$ cat src/logic/fetch_pkg.sv
`default_nettype none

package fetch_pkg;

	////////////////////////////////////////
	// datapath widths
	////////////////////////////////////////

	// instruction words and pc values
	typedef logic [31:0] data_word;

	// instruction fields
	typedef logic [5:0] opcode_field;
	typedef logic [4:0] reg_index;
	typedef logic [15:0] imm_field;

	////////////////////////////////////////
	// pc source select
	////////////////////////////////////////

	typedef logic [1:0] pc_sel;

	// sequential fetch, pc plus one
	localparam pc_sel PC_SEQ = 2'd0;
	// redirects from later stages
	localparam pc_sel PC_BRANCH = 2'd1;
	localparam pc_sel PC_JUMP = 2'd2;
	localparam pc_sel PC_REGISTER = 2'd3;

	////////////////////////////////////////
	// special words
	////////////////////////////////////////

	// all ones stops fetch
	localparam data_word HALT_WORD = 32'hffff_ffff;
	// bubble inserted on redirect
	localparam data_word NOP_WORD = 32'h0000_0000;

endpackage

`default_nettype wire

$ cat src/logic/if_id_bus.sv
`timescale 1ns/1ps
`default_nettype none

// one fetched instruction on its way from fetch to decode
interface if_id_bus
	import fetch_pkg::*;
	();

	data_word pc_plus_one;
	data_word instruction;
	logic valid;
	logic halt;

	// producer side, fetch stage or the register output
	modport fetch (
		output pc_plus_one,
		output instruction,
		output valid,
		output halt
	);

	// register input side
	modport buffer (
		input pc_plus_one,
		input instruction,
		input valid,
		input halt
	);

	// decode stage reads everything
	modport decode (
		input pc_plus_one,
		input instruction,
		input valid,
		input halt
	);

endinterface

`default_nettype wire

$ cat src/logic/if_id_register.sv
`timescale 1ns/1ps
`default_nettype none

module if_id_register
	import fetch_pkg::*;
(
	input logic clk,
	input logic reset,
	input pc_sel pc_src,
	input logic stall,
	input logic debug,
	if_id_bus.buffer from_fetch,
	if_id_bus.fetch to_decode
);

	logic hold;
	logic flush;

	// stall and host access freeze the stage together with the pc
	assign hold = stall | debug;
	// any redirect discards the word fetched this cycle
	assign flush = (pc_src != PC_SEQ);

	////////////////////////////////////////
	// pipeline register
	////////////////////////////////////////

	always_ff @(posedge clk or posedge reset) begin
		if (reset) begin
			to_decode.pc_plus_one <= '0;
			to_decode.instruction <= NOP_WORD;
			to_decode.valid <= 1'b0;
			to_decode.halt <= 1'b0;
		end else if (!hold) begin
			if (flush) begin
				// bubble
				to_decode.pc_plus_one <= '0;
				to_decode.instruction <= NOP_WORD;
				to_decode.valid <= 1'b0;
				to_decode.halt <= 1'b0;
			end else begin
				to_decode.pc_plus_one <= from_fetch.pc_plus_one;
				to_decode.instruction <= from_fetch.instruction;
				to_decode.valid <= from_fetch.valid;
				to_decode.halt <= from_fetch.halt;
			end
		end
	end

endmodule

`default_nettype wire

$ cat src/flat_wrapper.sv
// flat-port wrapper written by rule: the top's interface ports become plain ports
module if_id_register_flat import fetch_pkg::*;
  (clk, reset, pc_src, stall, debug, from_fetch_pc_plus_one, from_fetch_instruction, from_fetch_valid, from_fetch_halt, to_decode_pc_plus_one, to_decode_instruction, to_decode_valid, to_decode_halt);
  if_id_bus from_fetch_i ();
  if_id_bus to_decode_i ();
  input logic clk;
  input logic reset;
  input pc_sel pc_src;
  input logic stall;
  input logic debug;
  input wire logic [$bits(from_fetch_i.pc_plus_one)-1:0] from_fetch_pc_plus_one;
  input wire logic [$bits(from_fetch_i.instruction)-1:0] from_fetch_instruction;
  input wire logic [$bits(from_fetch_i.valid)-1:0] from_fetch_valid;
  input wire logic [$bits(from_fetch_i.halt)-1:0] from_fetch_halt;
  output wire logic [$bits(to_decode_i.pc_plus_one)-1:0] to_decode_pc_plus_one;
  output wire logic [$bits(to_decode_i.instruction)-1:0] to_decode_instruction;
  output wire logic [$bits(to_decode_i.valid)-1:0] to_decode_valid;
  output wire logic [$bits(to_decode_i.halt)-1:0] to_decode_halt;
  assign from_fetch_i.pc_plus_one = from_fetch_pc_plus_one;
  assign from_fetch_i.instruction = from_fetch_instruction;
  assign from_fetch_i.valid = from_fetch_valid;
  assign from_fetch_i.halt = from_fetch_halt;
  assign to_decode_pc_plus_one = to_decode_i.pc_plus_one;
  assign to_decode_instruction = to_decode_i.instruction;
  assign to_decode_valid = to_decode_i.valid;
  assign to_decode_halt = to_decode_i.halt;
  if_id_register u_core (.clk(clk), .reset(reset), .pc_src(pc_src), .stall(stall), .debug(debug), .from_fetch(from_fetch_i), .to_decode(to_decode_i));
endmodule
$ cat config.mk
export PLATFORM = sky130hd
export DESIGN_NAME = if_id_register_flat
export DESIGN_NICKNAME = d
export VERILOG_FILES = /design/src/logic/fetch_pkg.sv /design/src/logic/if_id_bus.sv /design/src/logic/if_id_register.sv /design/src/flat_wrapper.sv
export SDC_FILE = /design/constraint.sdc
export NUM_CORES = 1
export LEC_CHECK = 0
export BUFFER_PORTS_ARGS = -buffer_cell sky130_fd_sc_hd__buf_2
export CAP_MARGIN = 15
export CORE_MARGIN = 3
export CORE_UTILIZATION = 46
export CTS_CLUSTER_DIAMETER = 80
export DETAILED_ROUTE_END_ITERATION = 12
export PLACE_DENSITY = 0.84
export SLEW_MARGIN = 20
export SYNTH_ARGS = -nofsm -noshare
export SYNTH_HDL_FRONTEND = slang
export SYNTH_SLANG_ARGS = --single-unit
export TNS_END_PERCENT = 1
$ cat constraint.sdc
create_clock -name clk -period 2.9 [get_ports clk]
set_input_delay 0.145 -clock clk [delete_from_list [all_inputs] [get_ports clk]]
set_output_delay 0.145 -clock clk [all_outputs]
set_load 0.02 [all_outputs]
* After elaboration in Yosys (flattened, before gate mapping)
Cells that the tools add are included.
Storage, ports and cells: register bits 66, bits of input ports 72, output and inout port bits 66, word-level logic and storage cells 10
Operators by class: muxes and demuxes 4, bitwise operators 1, reductions and logical operators 1
Operators with widths (number):
- two-way mux 32 bit | 2
- two-way mux 1 bit | 2
- nonzero test 2 bit | 1
- bitwise OR 1 bit | 1

* Depth between registers and ports, before layout
depth in word-level cells 2, mapped depth 4, gate-level depth less buffers 2

* Worst setup path after synthesis
OpenSTA, ideal clock, no wires.
path type input port to flip-flop, start point in debug, end point reg u_core.to_decode.instruction[0], setup time 0.121 ns, data arrival time 0.909 ns, required time 2.779 ns, slack 1.870 ns, cell stages on the path 4, buffers on the path 2, path through or2_1 buf_2 buf_6 a22o_1
On the way: cells in the longest elaborated chain, start to end 1
RTL lines:
- start: declaration | line flat_wrapper.sv:10 | input logic debug;
- bitwise OR 1 bit | line if_id_register.sv:20 | assign hold = stall | debug;
- end: declaration | line if_id_bus.sv:17 | output instruction,
Every way passes these cells. A chain may end at the register's enable or synchronous reset.

* Worst setup path after layout
start point in debug, end point reg u_core.to_decode.instruction[22]
The elaborated chain is that of the path after synthesis.

==> results_dict.tcl <==
set metrics [dict create \
    status "completed" \
    reg2reg_from "u_core.to_decode.instruction[5]$_DFFE_PP0N_" \
    boundaryPins 138 \
    start_util_pct 48.9 \
    slew_headroom_pct 38.0 \
    drt-total-wl_mm 5.93 \
    drtAntennaViolNets 0 \
    startpoint_type "input port" \
    slowest_stage "buf_4" \
    yosysTopAreaCellShare_pct 69.6 \
    ir_drop_v 0.000304 \
    clkSlewWorstSetupHoldPaths_ns 0.07 \
    endpoint_kind "flip-flop" \
    grt_pass1_vias 1858 \
    yosys.area.top_type "dfrtp_1" \
    synth_xor_area_share_pct 0 \
    startpoint "debug" \
    synth.area.top_cells "dfrtp_1, a22o_1, buf_6" \
    grt_use_total_pct 20.4 \
    fin_ws_ns 1.81 \
    seq_area_frac_synth_pct 69.6 \
    timing.rr.end "u_core.to_decode.instruction[5]$_DFFE_PP0N_" \
    rows 25 \
    synthMuxAreaShare_pct 0 \
    syn_nets 221 \
    routed_via_density 5.13 \
    post_cts_resized 0 \
    num_antenna_cells 0 \
    finalHoldViolations 0 \
    worstPathRequired_ns 3.16 \
    crit_type "input port to flip-flop" \
    cts_root_buf "clkbuf_8" \
    max_freq_mhz 916 \
    nNetsFinal 358 \
    drc 0 \
    reg2regPathDepth 1 \
    syn_area_mm2 0.00237 \
    place_ws_ns 1.35 \
    maxCapViolCount 0 \
    die-area_mm2 0.00606 \
    cp-endpoint "u_core.to_decode.instruction[22]$_DFFE_PP0N_" \
    power_density_mw_per_mm2 638 \
    cp_slowest_stage_delay_ns 0.57 \
    worstPathArrival_ns 1.35 \
    nFillCells 363 \
    ys_warn_count 0 \
    synth_compound_area_share_pct 24.4 \
    setup_viol 0 \
    firstDrtPassIters 4 \
    p_leak_uw 0.00187 \
    drt_iter0_markers 157 \
    finalCritPeriodShare_pct 37.6 \
    final-max-slew-violation-count 0 \
    cts_tree "built" \
    gp_congestion 0.736 \
    synthAdderAreaFrac_pct 0 \
    post_cts_buffers 0 \
    period_needed_ns 1.09 \
    antenna_found_initial 0 \
    grt_max_degree 67 \
    insertion_delay_ns 0.32 \
    area_growth_pct 37.0 \
    tightest_slew_ns 0.929 \
    synthSimpleGateAreaFrac_pct 0.791 \
    critPathMaxFanout 66 \
    h-tree-depth 3 \
    hpwl_mm 4.01 \
    syn_inst 149 \
    cts_hold_buf 0 \
    setup-tns-final_ns 0 \
    numCtsBuffers 9 \
    portBuffers 137 \
    hold_path_class "input port to async pin" \
    skew_ns 0 \
    ys_seq_elements 66 \
    die_x_um 77.8 \
    overflow 0 \
    drive_gt1_share_pct 54.6 \
    cts.path.max_buffers 2 \
    layout_common_cells "buf_2, a22o_1, dfrtp_1" \
    synth_top_family_by_area "compound AO/OA/AOI/OAI gates" \
    worst-r2r-setup-slack_ns 2.17 \
    synthDistinctLibCells 9 \
    die_y_um 77.8 \
    whs_ns 0.0234 \
    post-route-util_pct 67.0 \
    core-area_mm2 0.00485 \
    cts_sinks 66 \
    rsz0062_at_grt "false" \
    syn_avg_cell_area_um2 15.9 \
    grt_pass1_wl_mm 9.49 \
    final_common_cell "buf_2" \
    wl_per_cell_um 16.6 \
    via_count 1835 \
    crit_chain "buf_2 > nor4_4 > buf_4 > a22o_1" \
]
==> synth_stat cells <==
master and count:
nor4_2 1, buf_2 3, or2_1 1, dfrtp_1 66, inv_1 1, clkbuf_1 2
a22o_1 66, buf_4 1, buf_6 8
==> logic make-up (layout without fill, tap and decap cells) <==
kind of cell / Yosys count / count (layout)
simple gates: 2 / 2
compound gates: 66 / 66
buf+inv: 15 / 157
flops: 66 / 66
==> flip-flops by register name, summed over array words and instances, names as in the netlist <==
signal	count
u_core.to_decode.instruction	32
u_core.to_decode.halt	1
u_core.to_decode.valid	1
u_core.to_decode.pc_plus_one	32
==> worst min path at each step <==
stage	endpoint	slack [ns]	depth (start not counted)
2_1_floorplan	u_core.to_decode.instruction[0]$_DFFE_PP0N_	0.28	1
3_3_place_gp	u_core.to_decode.pc_plus_one[0]$_DFFE_PP0N_	0.36	2
3_5_place_dp	u_core.to_decode.instruction[10]$_DFFE_PP0N_	0.37	2
4_1_cts	u_core.to_decode.pc_plus_one[12]$_DFFE_PP0N_	0.009	2
5_1_grt	u_core.to_decode.instruction[0]$_DFFE_PP0N_	0.01	2
6_report	u_core.to_decode.valid$_DFFE_PP0N_	0.02	2
==> per-stage QoR <==
step,total power [µW],instance area (µm²),instances
final,2070,3250,358
after global routing,2170,3250,358
after CTS,2100,3250,358
after detailed placement,1350,3050,342
after global placement,1350,3050,342
after floorplan,1220,2370,149
==> area by class of cell <==
| class | instances | area (µm²) | share of cell area, % |
|---|---|---|---|
| clock inverter | 7 | 70.1 | 2.16 |
| clock buffer | 9 | 124 | 3.81 |
| multi-input combinational | 68 | 608 | 18.7 |
| timing repair buffer | 140 | 708 | 21.8 |
| tap | 67 | 83.8 | 2.58 |
| sequential | 66 | 1650 | 50.8 |
| inverter | 1 | 3.75 | 0.116 |
==> power by group <==
group	total, µW	leakage [µW]	internal [µW]	switching (µW)
logic	314	0.000875	131	183
clock network	738	0.0000990	395	343
registers	1020	0.000891	986	36.1
total	2070	0.00187	1510	563
==> metal layers <==
metal	global-route usage, %	share of wire, %	wire (µm)
met5	0	0	0
met4	10.1	1.9	113
met3	4.52	7.6	453
met2	31.8	49	2930
met1	26.9	41	2440
==> worst max-delay path, delay by kind of cell <==
family	cells	cell delay, ns
simple gates	1	0.25
compound gates	1	0.25
buf+inv	2	0.69
(Power assumes the default switching activity.)
