--- src/logic/fetch_pkg.sv ---
`default_nettype none

package fetch_pkg;

	////////////////////////////////////////
	// datapath widths
	////////////////////////////////////////

	// instruction words and pc values
	typedef logic [31:0] data_word;

	// instruction fields
	typedef logic [5:0] opcode_field;
	typedef logic [4:0] reg_index;
	typedef logic [15:0] imm_field;

	////////////////////////////////////////
	// pc source select
	////////////////////////////////////////

	typedef logic [1:0] pc_sel;

	// sequential fetch, pc plus one
	localparam pc_sel PC_SEQ = 2'd0;
	// redirects from later stages
	localparam pc_sel PC_BRANCH = 2'd1;
	localparam pc_sel PC_JUMP = 2'd2;
	localparam pc_sel PC_REGISTER = 2'd3;

	////////////////////////////////////////
	// special words
	////////////////////////////////////////

	// all ones stops fetch
	localparam data_word HALT_WORD = 32'hffff_ffff;
	// bubble inserted on redirect
	localparam data_word NOP_WORD = 32'h0000_0000;

endpackage

`default_nettype wire

--- src/logic/if_id_bus.sv ---
`timescale 1ns/1ps
`default_nettype none

// one fetched instruction on its way from fetch to decode
interface if_id_bus
	import fetch_pkg::*;
	();

	data_word pc_plus_one;
	data_word instruction;
	logic valid;
	logic halt;

	// producer side, fetch stage or the register output
	modport fetch (
		output pc_plus_one,
		output instruction,
		output valid,
		output halt
	);

	// register input side
	modport buffer (
		input pc_plus_one,
		input instruction,
		input valid,
		input halt
	);

	// decode stage reads everything
	modport decode (
		input pc_plus_one,
		input instruction,
		input valid,
		input halt
	);

endinterface

`default_nettype wire

--- src/logic/instruction_decode.sv ---
`timescale 1ns/1ps
`default_nettype none

module instruction_decode
	import fetch_pkg::*;
(
	if_id_bus.decode from_buffer,
	output logic id_valid,
	output logic id_halt,
	output data_word id_pc_plus_one,
	output opcode_field id_opcode,
	output reg_index id_rs,
	output reg_index id_rt,
	output reg_index id_rd,
	output data_word id_immediate,
	output data_word id_branch_target,
	output data_word id_jump_target
);

	data_word instr;
	imm_field imm;
	logic [25:0] jump_index;

	assign instr = from_buffer.instruction;

	////////////////////////////////////////
	// field extraction
	////////////////////////////////////////

	assign id_opcode = instr[31:26];
	assign id_rs = instr[25:21];
	assign id_rt = instr[20:16];
	assign id_rd = instr[15:11];
	assign imm = instr[15:0];
	assign jump_index = instr[25:0];

	// sign extend to a full word
	assign id_immediate = {{16{imm[15]}}, imm};

	////////////////////////////////////////
	// targets
	////////////////////////////////////////

	// relative to the word after the branch
	assign id_branch_target = from_buffer.pc_plus_one + id_immediate;

	// keep the upper region bits of pc plus one
	assign id_jump_target = {from_buffer.pc_plus_one[31:26], jump_index};

	////////////////////////////////////////
	// pass through
	////////////////////////////////////////

	assign id_pc_plus_one = from_buffer.pc_plus_one;
	assign id_valid = from_buffer.valid;
	assign id_halt = from_buffer.halt;

endmodule

`default_nettype wire

--- src/flat_wrapper.sv ---
// flat-port wrapper written by rule: the top's interface ports become plain ports
module instruction_decode_flat import fetch_pkg::*;
  (id_valid, id_halt, id_pc_plus_one, id_opcode, id_rs, id_rt, id_rd, id_immediate, id_branch_target, id_jump_target, from_buffer_pc_plus_one, from_buffer_instruction, from_buffer_valid, from_buffer_halt);
  if_id_bus from_buffer_i ();
  output logic id_valid;
  output logic id_halt;
  output data_word id_pc_plus_one;
  output opcode_field id_opcode;
  output reg_index id_rs;
  output reg_index id_rt;
  output reg_index id_rd;
  output data_word id_immediate;
  output data_word id_branch_target;
  output data_word id_jump_target;
  input wire logic [$bits(from_buffer_i.pc_plus_one)-1:0] from_buffer_pc_plus_one;
  input wire logic [$bits(from_buffer_i.instruction)-1:0] from_buffer_instruction;
  input wire logic [$bits(from_buffer_i.valid)-1:0] from_buffer_valid;
  input wire logic [$bits(from_buffer_i.halt)-1:0] from_buffer_halt;
  assign from_buffer_i.pc_plus_one = from_buffer_pc_plus_one;
  assign from_buffer_i.instruction = from_buffer_instruction;
  assign from_buffer_i.valid = from_buffer_valid;
  assign from_buffer_i.halt = from_buffer_halt;
  instruction_decode u_core (.from_buffer(from_buffer_i), .id_valid(id_valid), .id_halt(id_halt), .id_pc_plus_one(id_pc_plus_one), .id_opcode(id_opcode), .id_rs(id_rs), .id_rt(id_rt), .id_rd(id_rd), .id_immediate(id_immediate), .id_branch_target(id_branch_target), .id_jump_target(id_jump_target));
endmodule
--- config.mk ---
export PLATFORM = sky130hd
export DESIGN_NAME = instruction_decode_flat
export DESIGN_NICKNAME = d
export VERILOG_FILES = /design/src/logic/fetch_pkg.sv /design/src/logic/if_id_bus.sv /design/src/logic/instruction_decode.sv /design/src/flat_wrapper.sv
export SDC_FILE = /design/constraint.sdc
export NUM_CORES = 1
export LEC_CHECK = 0
export BUFFER_PORTS_ARGS = -buffer_cell sky130_fd_sc_hd__buf_2
export CAP_MARGIN = 20
export CELL_PAD_IN_SITES_DETAIL_PLACEMENT = 1
export CELL_PAD_IN_SITES_GLOBAL_PLACEMENT = 2
export CORE_ASPECT_RATIO = 1.75
export CORE_UTILIZATION = 21
export DETAILED_ROUTE_END_ITERATION = 8
export PLACE_DENSITY = 0.82
export SLEW_MARGIN = 20
export SYNTH_ARGS = -nofsm -noshare
export SYNTH_HDL_FRONTEND = slang
export SYNTH_SLANG_ARGS = --single-unit
export TNS_END_PERCENT = 100
--- constraint.sdc ---
create_clock -name vclk -period 2.4
set_input_delay 0.12 -clock vclk [all_inputs]
set_output_delay 0.12 -clock vclk [all_outputs]
set_load 0.02 [all_outputs]
[Yosys cells after proc, flatten, opt, wreduce, memory -nomap -nowiden]
Cells that the tools add are included.
Storage, ports and cells
  output and inout port bits: 151
  input port bits: 66
  flip-flop bits (word level): 0
  logic and storage cells: 1
Cells by class
  $add $sub $neg: 1
Operator list (count)
  $add A32 B32 Y32: 1

[Longest topological paths before layout]
Gate-level depths: netlist (run 1).
  depth in word-level cells: 1
  depth in mapped cells: 8
  gate-level depth less buffers: 8

[Worst setup path before layout (run 1)]
Ideal clock, no wire load.
  kind: input-to-output
  start point: input port from_buffer_instruction[0]
  end point: output port id_branch_target[28]
  setup slack: -3 ps
  path buffers: 0
  arrival: 2283 ps
  required time: 2280 ps
  stages on the path: 8
  cell sequence: ha_1 > fa_1 > a21o_1 > a311o_1 > nand4_1 > a211oi_1 > o2111a_1 > nor3_1
Between the ends
  cells in the longest elaborated chain, start to end: 1
RTL lines
  start: declaration: RTL line flat_wrapper.sv:16  | input wire logic [$bits(from_buffer_i.instruction)-1:0] from_buffer_instruction;
  $add A32 B32 Y32: RTL line instruction_decode.sv:45  | assign id_branch_target = from_buffer.pc_plus_one + id_immediate;
  end: declaration: RTL line flat_wrapper.sv:13  | output data_word id_branch_target;
No other way between the ends.

[Worst setup path after layout (run 1)]
  start point: input port from_buffer_instruction[15]
  end point: output port id_branch_target[30]
Same word-level chain as after synthesis.

==> results of run 1 <==
## cell usage after synthesis (5+ instances only)
| cell | number | area (um^2) |
|---|---|---|
| buf_4 | 121 | 908.4 |
| ha_1 | 31 | 387.9 |
| a21oi_1 | 28 | 140.1 |
| nand2_1 | 20 | 75.07 |
| nor2_1 | 20 | 75.07 |
| a21o_1 | 14 | 105.1 |
| xnor2_1 | 13 | 113.9 |
| inv_1 | 11 | 41.29 |
| o21ai_0 | 11 | 55.05 |
| xor2_1 | 10 | 87.58 |
| nand3_1 | 8 | 40.04 |
| a211oi_1 | 6 | 45.04 |
| and4_1 | 5 | 43.79 |
| clkbuf_1 | 5 | 18.77 |
| nand4_1 | 5 | 31.28 |
| o211ai_1 | 5 | 37.54 |
## metal layers
| metal | global-route usage (%) | vias up | part of all wire, % |
|---|---|---|---|
| met2 | 31.11 | 122 | 61 |
| li1 | - | 1559 | - |
| met1 | 12.61 | 1524 | 32 |
| met3 | 1.003 | 27 | 4.1 |
| met4 | 3.553 | 0 | 2.7 |
| met5 | 0 | - | 0 |
## power breakdown
part	internal [mW]	switching, mW
clock	0	0
sequential	0	0
combinational	0.615	0.815
## how the worst max path moves through the flow
stage	to	slack [ns]	cells past startpoint
3_5_place_dp	id_branch_target[26]	-0.25	10
4_1_cts	id_branch_target[28]	0.006	11
5_1_grt	id_branch_target[30]	-0.06	9
2_1_floorplan	id_branch_target[26]	0.04	8
3_3_place_gp	id_branch_target[30]	-0.23	10
6_report	id_branch_target[30]	0.02	9
## repair_timing
item	CTS	global route
gates resized for setup	40	55
buffers inserted	7	4
endpoints found under the setup margin	13	16
hold buffers	0	0
pin swaps	17	23
## kinds of logic (layout without fill, tap and decap cells)
kind of cell / after synthesis / after routing / share of synthesized area, %
muxes: 5 / 5 / 1.745
AOI/OAI and AO/OA: 107 / 107 / 26.74
adders and majority gates: 32 / 32 / 13.88
and+or+nand+nor: 87 / 87 / 16.09
buffers and inverters: 140 / 267 / 34.70
xor gates and xnor gates: 23 / 23 / 6.854
## layout make-up
type / count / area (um^2)
fill: 1690 / 9285
timing repair buffer: 256 / 1645
inverter: 11 / 41.29
multi-input combinational: 254 / 2333
tap: 174 / 217.7
## placed cells by master, fill, tap and decap left out, types with 10 or more instances in the layout
cell	instances
a21oi_1	21
inv_1	10
o21ai_0	11
ha_4	19
xnor2_1	13
nand2_1	19
nor2_1	20
a21o_1	14
xor2_1	10
ha_1	12
buf_2	151
buf_4	86
buf_6	15
## through the flow
stage | cells | hold slack [ns] | TNS, ns | util (%) | area [um^2]
2_1_floorplan | 394 | 0.3526 | 0 | - | 2944
3_3_place_gp | 684 | 0.2401 | -1.380 | 26.77 | 3620
3_5_place_dp | 684 | 0.2401 | -1.648 | 26.77 | 3620
4_1_cts | 691 | 0.2401 | 0 | 28.78 | 3891
5_1_grt | 695 | 0.2400 | -0.1719 | 31.34 | 4238
6_report | 695 | 0.2400 | 0 | 31.34 | 4238
==> results.py, run 1 <==
metrics = {
    "yosys": {
        "synth_area_um2": 2939,
        "syn_area_per_cell_um2": 7.460,
        "yosys_warnings": 0,
        "yosysUniqueCellTypes": 66,
        "syn_nets": 492,
        "ys_seq_area_share_pct": 0,
        "synthCells": 394,
    },
    "timing": {
        "setup_viol": 0,
        "setup_ws_ns": 0.01693,
        "rsz0062_at_grt": "yes",
        "worst_pin_slew_ns": 0.4240,
        "period_minus_slack_ns": 2.383,
        "hold_violations": 0,
        "finalMaxSlewViolations": 0,
        "max_freq_mhz": 419.6,
        "period_share_pct": 99.29,
        "maxSlewHeadroom_pct": 71.00,
    },
    "setup_path": {
        "cp.arrival_ns": 2.26,
        "cp-start-kind": "input pin",
        "critical-path-slowest-cell": "or4_1",
        "critPathKind": "in -> out",
        "critPathCaptureType": "primary output",
        "cp_cell_sequence": "buf_12, ha_4, and3_4, a211o_1, o311ai_4, o221ai_2, or4_1, nand4_1, buf_6",
        "required_ns": 2.28,
        "cp_max_fo": 7,
        "slowest_delay_ns": 0.52,
        "critical_path.top_delay_family": "compound AO/OA/AOI/OAI gates",
        "startpoint": "from_buffer_instruction[15]",
        "critPathBufInv": 2,
    },
    "detailed_routing": {
        "avgViaCountPerCell": 4.650,
        "routedWlPerCell_um": 15.88,
        "drtPass1Iterations": 4,
        "num_vias": 3232,
        "drc_errors": 0,
        "drt_iter0_markers": 65,
        "wl_um": 11040,
        "ant_nets": 0,
    },
    "grt": {
        "grt_overflow_total": 0,
        "grt_pass1_wl_um": 16330,
        "grt_start_max_net_pins": 20,
        "antenna_found_initial": 0,
        "grt_pass1_vias": 3365,
        "grt.total_usage_pct": 13.80,
    },
    "cells_and_area": {
        "area_delta_synth_final_pct": 44.19,
        "nets": 621,
        "seqCellArea_um2": 0,
        "nClkBuffers": 0,
        "seq_cell_count": 0,
        "antenna_cells": 0,
        "drive_above_1_share_pct": 60.84,
    },
    "power": {
        "finalPower_mw": 1.430,
        "ir_drop_v": 0.00009095,
        "power.leakage_nw": 2.041,
        "power_density_nw_per_um2": 337.3,
    },
    "hold_path": {
        "min_from": "from_buffer_instruction[30]",
        "hp-class": "in -> out",
        "worstHoldPathCells": 0,
        "hold_path_end": "id_opcode[4]",
    },
    "place": {
        "place_congestion": 0.8760,
        "port_buffers": 171,
        "hpwl_um": 9208,
        "pre_cts_ws_ns": -0.2524,
    },
    "die": {
        "start_util_pct": 21.73,
        "die_y_um": 158.5,
        "die_w_um": 91.43,
        "ios": 217,
        "dieArea_um2": 14490,
        "rows": 56,
        "coreArea_um2": 13520,
    },
    "job": {
        "cap_viol_max_count": 0,
    },
    "status": {
        "status": "completed",
    },
}
No activity file was read; power rests on OpenSTA's default activity.
==> run 2, diff against run 1 <==
Settings changed: CELL_PAD_IN_SITES_GLOBAL_PLACEMENT 2 to 1, CORE_UTILIZATION 21 to 28.
==> run 2 against run 1 <==
  * The run now ends with negative setup slack left
  * Via count fell by 1.3%
  * Cell area fell by 10%
  * First-iteration DRC count rose by 42%
  * Highest routed layer unchanged
==> results.py, run 2 (synthesis gave the netlist of run 1 again) <==
metrics = {
    "grt": {
        "grt_overflow_total": 0,
        "antenna_found_initial": 0,
        "grt.total_usage_pct": 17.02,
        "grt_pass1_wl_um": 14990,
        "grt_start_max_net_pins": 20,
        "grt_pass1_vias": 3134,
    },
    "cells_and_area": {
        "drive_above_1_share_pct": 56.37,
        "nets": 602,
        "final_cells": 629,
        "nClkBuffers": 0,
        "seq_cell_count": 0,
        "seqCellArea_um2": 0,
        "layout_common_cells": "buf_2, buf_4, a21oi_1",
        "area_delta_synth_final_pct": 29.67,
        "fin_area_um2": 3811,
        "layout_commonest_cell": "buf_2",
        "antenna_cells": 0,
    },
    "die": {
        "rows": 49,
        "ios": 217,
        "die_w_um": 79.45,
        "dieArea_um2": 10930,
        "coreArea_um2": 10240,
        "start_util_pct": 28.71,
        "die_y_um": 137.5,
    },
    "timing": {
        "setup_viol": 2,
        "period_minus_slack_ns": 2.424,
        "maxSlewHeadroom_pct": 74.33,
        "period_share_pct": 101.0,
        "setup_ws_ns": -0.02410,
        "hold_violations": 0,
        "max_freq_mhz": 412.5,
        "totalNegativeSetupSlack_ns": -0.02871,
        "hold-worst-slack_ns": 0.2400,
        "finalMaxSlewViolations": 0,
        "rsz0062_at_grt": "yes",
        "worst_pin_slew_ns": 0.3790,
    },
    "setup_path": {
        "required_ns": 2.28,
        "critPathKind": "in -> out",
        "cp.arrival_ns": 2.30,
        "critPathCaptureType": "primary output",
        "cp_max_fo": 9,
        "cp-start-kind": "input pin",
    },
    "detailed_routing": {
        "num_vias": 3190,
        "wl_met3_um": 413,
        "drt_iter0_markers": 92,
        "routedWlPerCell_um": 16.09,
        "wl_um": 10120,
        "avgViaCountPerCell": 5.072,
        "routed.top_layer": "met4",
        "wirelength_met1_um": 3289,
        "drtPass1Iterations": 4,
        "drc_errors": 0,
        "ant_nets": 0,
        "routed-wl-met2_um": 6160,
    },
    "power": {
        "power.leakage_nw": 1.909,
        "ir_drop_v": 0.0001399,
        "power_density_nw_per_um2": 351.8,
    },
    "place": {
        "hpwl_um": 8670,
        "placed_cells": 624,
        "place_congestion": 0.9153,
        "port_buffers": 171,
        "dpl_cell_area_um2": 3438,
    },
    "hold_path": {
        "hp-class": "in -> out",
    },
    "status": {
        "violations": "negative setup slack",
        "status": "complete, but fails checks",
    },
    "job": {
        "cap_viol_max_count": 0,
    },
}
## run 2: cell count changes in the layout (fill, tap and decap cells not counted), sizes merged
cell	delta
buf	-19
## run 2: final cells by class
class	count	area, um^2
Fill cell	1282	6427
Multi-Input combinational cell	254	2212
Inverter	11	41.29
Tap cell	127	158.9
Timing Repair Buffer	237	1399
## run 2: worst max-delay path: stages
cell and delay, ns:
buf_6 0.14, ha_1 0.25, a21o_1 0.22, a211o_1 0.33
o311ai_4 0.34, o221ai_2 0.15, or4_1 0.48, nand4_1 0.11
buf_4 0.15
## run 2: stage by stage
step	setup WS (ns)	utilization [%]	total power, mW
3_5_place_dp	-0.3048	33.58	1.231
5_1_grt	-0.1107	37.22	1.446
2_1_floorplan	0.04316	-	0.9213
6_report	-0.02410	37.22	1.341
3_3_place_gp	-0.1944	33.58	1.193
4_1_cts	-0.05439	35.73	1.296
## run 2: path summary, 6_finish.rpt
kind,depth (start not counted),to,start
min,0,id_opcode[0],from_buffer_instruction[26]
max,9,id_branch_target[30],from_buffer_instruction[15]
## run 2: what timing repair did
| action | 4_1_cts | 5_1_grt |
|---|---|---|
| pin swaps | 19 | 16 |
| hold buffers | 0 | 0 |
| buffers inserted | 1 | 4 |
| gates resized for setup | 39 | 19 |
| setup endpoints to repair | 14 | 13 |
## run 2: report_power, final
group          total [mW]  switching [mW]  internal [mW]
combinational        1.34           0.784          0.557
sequential              0               0              0
clock                   0               0              0
total                1.34           0.784          0.557
## run 2: per-layer routing
layer	vias to the layer above	global-route usage (%)
li1	1523	-
met1	1522	15.40
met2	120	38.18
met3	25	0.6623
met4	0	4.545
met5	-	0
==> run 3, diff against run 2 <==
Settings changed: PLACE_DENSITY 0.82 to default, PLACE_DENSITY_LB_ADDON from default to 0.05.
==> run 3 against run 2 <==
  * The flow still finishes with violations (negative setup slack)
  * Routed wire length fell by 6.3%
  * Worst hold slack did not move
  * Worst setup slack better by 0.0067 ns
  * Combinational power is essentially flat
  * Maximum frequency rose by 0.28%
  * Via count is 1.8% lower
  * Critical path depth stayed put
  * Sequential cell count did not move
  * Count of clock-buffer cells in the layout did not move
  * Largest power group unchanged
  * Highest routed layer unchanged
==> results.py, run 3 (synthesis gave the netlist of run 1 again) <==
metrics = {
    "timing": {
        "period_share_pct": 100.7,
        "hold-worst-slack_ns": 0.2400,
        "rsz0062_at_grt": "yes",
        "hold_violations": 0,
        "maxSlewHeadroom_pct": 71.23,
        "totalNegativeSetupSlack_ns": -0.02239,
        "setup_ws_ns": -0.01739,
        "finalMaxSlewViolations": 0,
        "worst_pin_slew_ns": 0.4262,
        "setup_viol": 2,
        "max_freq_mhz": 413.7,
        "period_minus_slack_ns": 2.417,
    },
    "setup_path": {
        "cp.arrival_ns": 2.30,
        "required_ns": 2.28,
        "critical-path-slowest-cell": "or4_4",
        "startpoint": "from_buffer_instruction[15]",
        "cp_cell_sequence": "buf_4, ha_1, and3_4, a211o_1, o311ai_4, o221ai_2, or4_4, nand4_1, buf_6",
        "slowest_delay_ns": 0.48,
        "critPathKind": "in -> out",
        "critPathCaptureType": "primary output",
        "critical_path.top_delay_family": "compound AO/OA/AOI/OAI gates",
        "critPathBufInv": 2,
        "cp_max_fo": 8,
        "cp-start-kind": "input pin",
    },
    "cells_and_area": {
        "layout_common_cells": "buf_2, buf_4, a21oi_1",
        "nets": 618,
        "seqCellArea_um2": 0,
        "drive_above_1_share_pct": 57.92,
        "filler_cell_count": 1316,
        "seq_cell_count": 0,
        "layout_commonest_cell": "buf_2",
        "antenna_cells": 0,
        "area_delta_synth_final_pct": 33.12,
        "nClkBuffers": 0,
    },
    "hold_path": {
        "hp-class": "in -> out",
        "min_from": "from_buffer_instruction[30]",
        "hold_path_end": "id_opcode[4]",
        "worstHoldPathCells": 0,
    },
    "die": {
        "rows": 49,
        "start_util_pct": 28.71,
        "die_y_um": 137.5,
        "dieArea_um2": 10930,
        "die_w_um": 79.45,
        "coreArea_um2": 10240,
        "ios": 217,
    },
    "grt": {
        "grt_overflow_total": 0,
        "grt.total_usage_pct": 16.11,
        "grt_start_max_net_pins": 20,
        "grt_pass1_wl_um": 14280,
        "antenna_found_initial": 0,
        "grt_pass1_vias": 3065,
    },
    "detailed_routing": {
        "drc_errors": 0,
        "routedWlPerCell_um": 14.70,
        "wl_um": 9481,
        "ant_nets": 0,
        "num_vias": 3132,
        "avgViaCountPerCell": 4.856,
        "drtPass1Iterations": 4,
        "drt_iter0_markers": 48,
    },
    "power": {
        "power_density_nw_per_um2": 343.7,
        "power.leakage_nw": 1.993,
        "ir_drop_v": 0.0001362,
    },
    "place": {
        "hpwl_um": 8329,
        "place_congestion": 0.8103,
        "port_buffers": 171,
    },
    "status": {
        "violations": "negative setup slack",
        "status": "complete, but fails checks",
    },
    "job": {
        "cap_viol_max_count": 0,
    },
    "clock_network": {
        "cts_hold_buf": 0,
    },
}
run 3: cell types whose count changed in the layout (fill, tap and decap cells not counted), moves of 2 or more:
| cell | delta |
|---|---|
| ha_4 | -4 |
| buf_4 | +13 |
| buf_6 | +8 |
| buf_8 | -2 |
| o311ai_1 | -2 |
| buf_2 | -3 |
| ha_1 | +3 |
run 3: stage by stage:
stage	instance area (um^2)	total power [mW]	util (%)	setup slack, ns	instances
floorplan	2944	0.9213	-	0.04316	394
global placement	3551	1.235	34.68	-0.2654	639
detailed placement	3551	1.247	34.68	-0.2751	639
CTS	3737	1.310	36.50	-0.1201	643
global route	3913	1.462	38.21	-0.1466	645
finish	3913	1.345	38.21	-0.01739	645
run 3: routing by layer:
metal  vias to the layer above  part of all wire (%)  global-route usage, %
met1                      1480                    34                  16.11
met5                         -                     0                      0
met4                         0                  0.73                  1.111
met2                       101                    61                  35.80
met3                         4                   4.0                 0.5960
li1                       1547                     -                      -
run 3: power by group:
group	switching (mW)	internal [mW]
Clock	0	0
Sequential	0	0
Combinational	0.761	0.584
Total	0.761	0.584
run 3: worst max-delay path by stage:
stage	depth (start not counted)	to	slack, ns
CTS	11	id_branch_target[30]	-0.12
global route	11	id_branch_target[30]	-0.15
detailed placement	10	id_branch_target[30]	-0.28
finish	9	id_branch_target[30]	-0.02
floorplan	8	id_branch_target[26]	0.04
global placement	10	id_branch_target[26]	-0.27
run 3: timing repair:
item	4_1_cts	5_1_grt
endpoints found under the setup margin	12	10
pin swaps	18	20
gates resized for setup	31	30
setup buffers	4	4
run 3: cell type report:
type / instances / area [um^2] / area share, %
inverter: 11 / 41.29 / 1.055
multi-input combinational: 254 / 2171 / 55.48
timing repair buffer: 253 / 1541 / 39.40
tap: 127 / 158.9 / 4.061
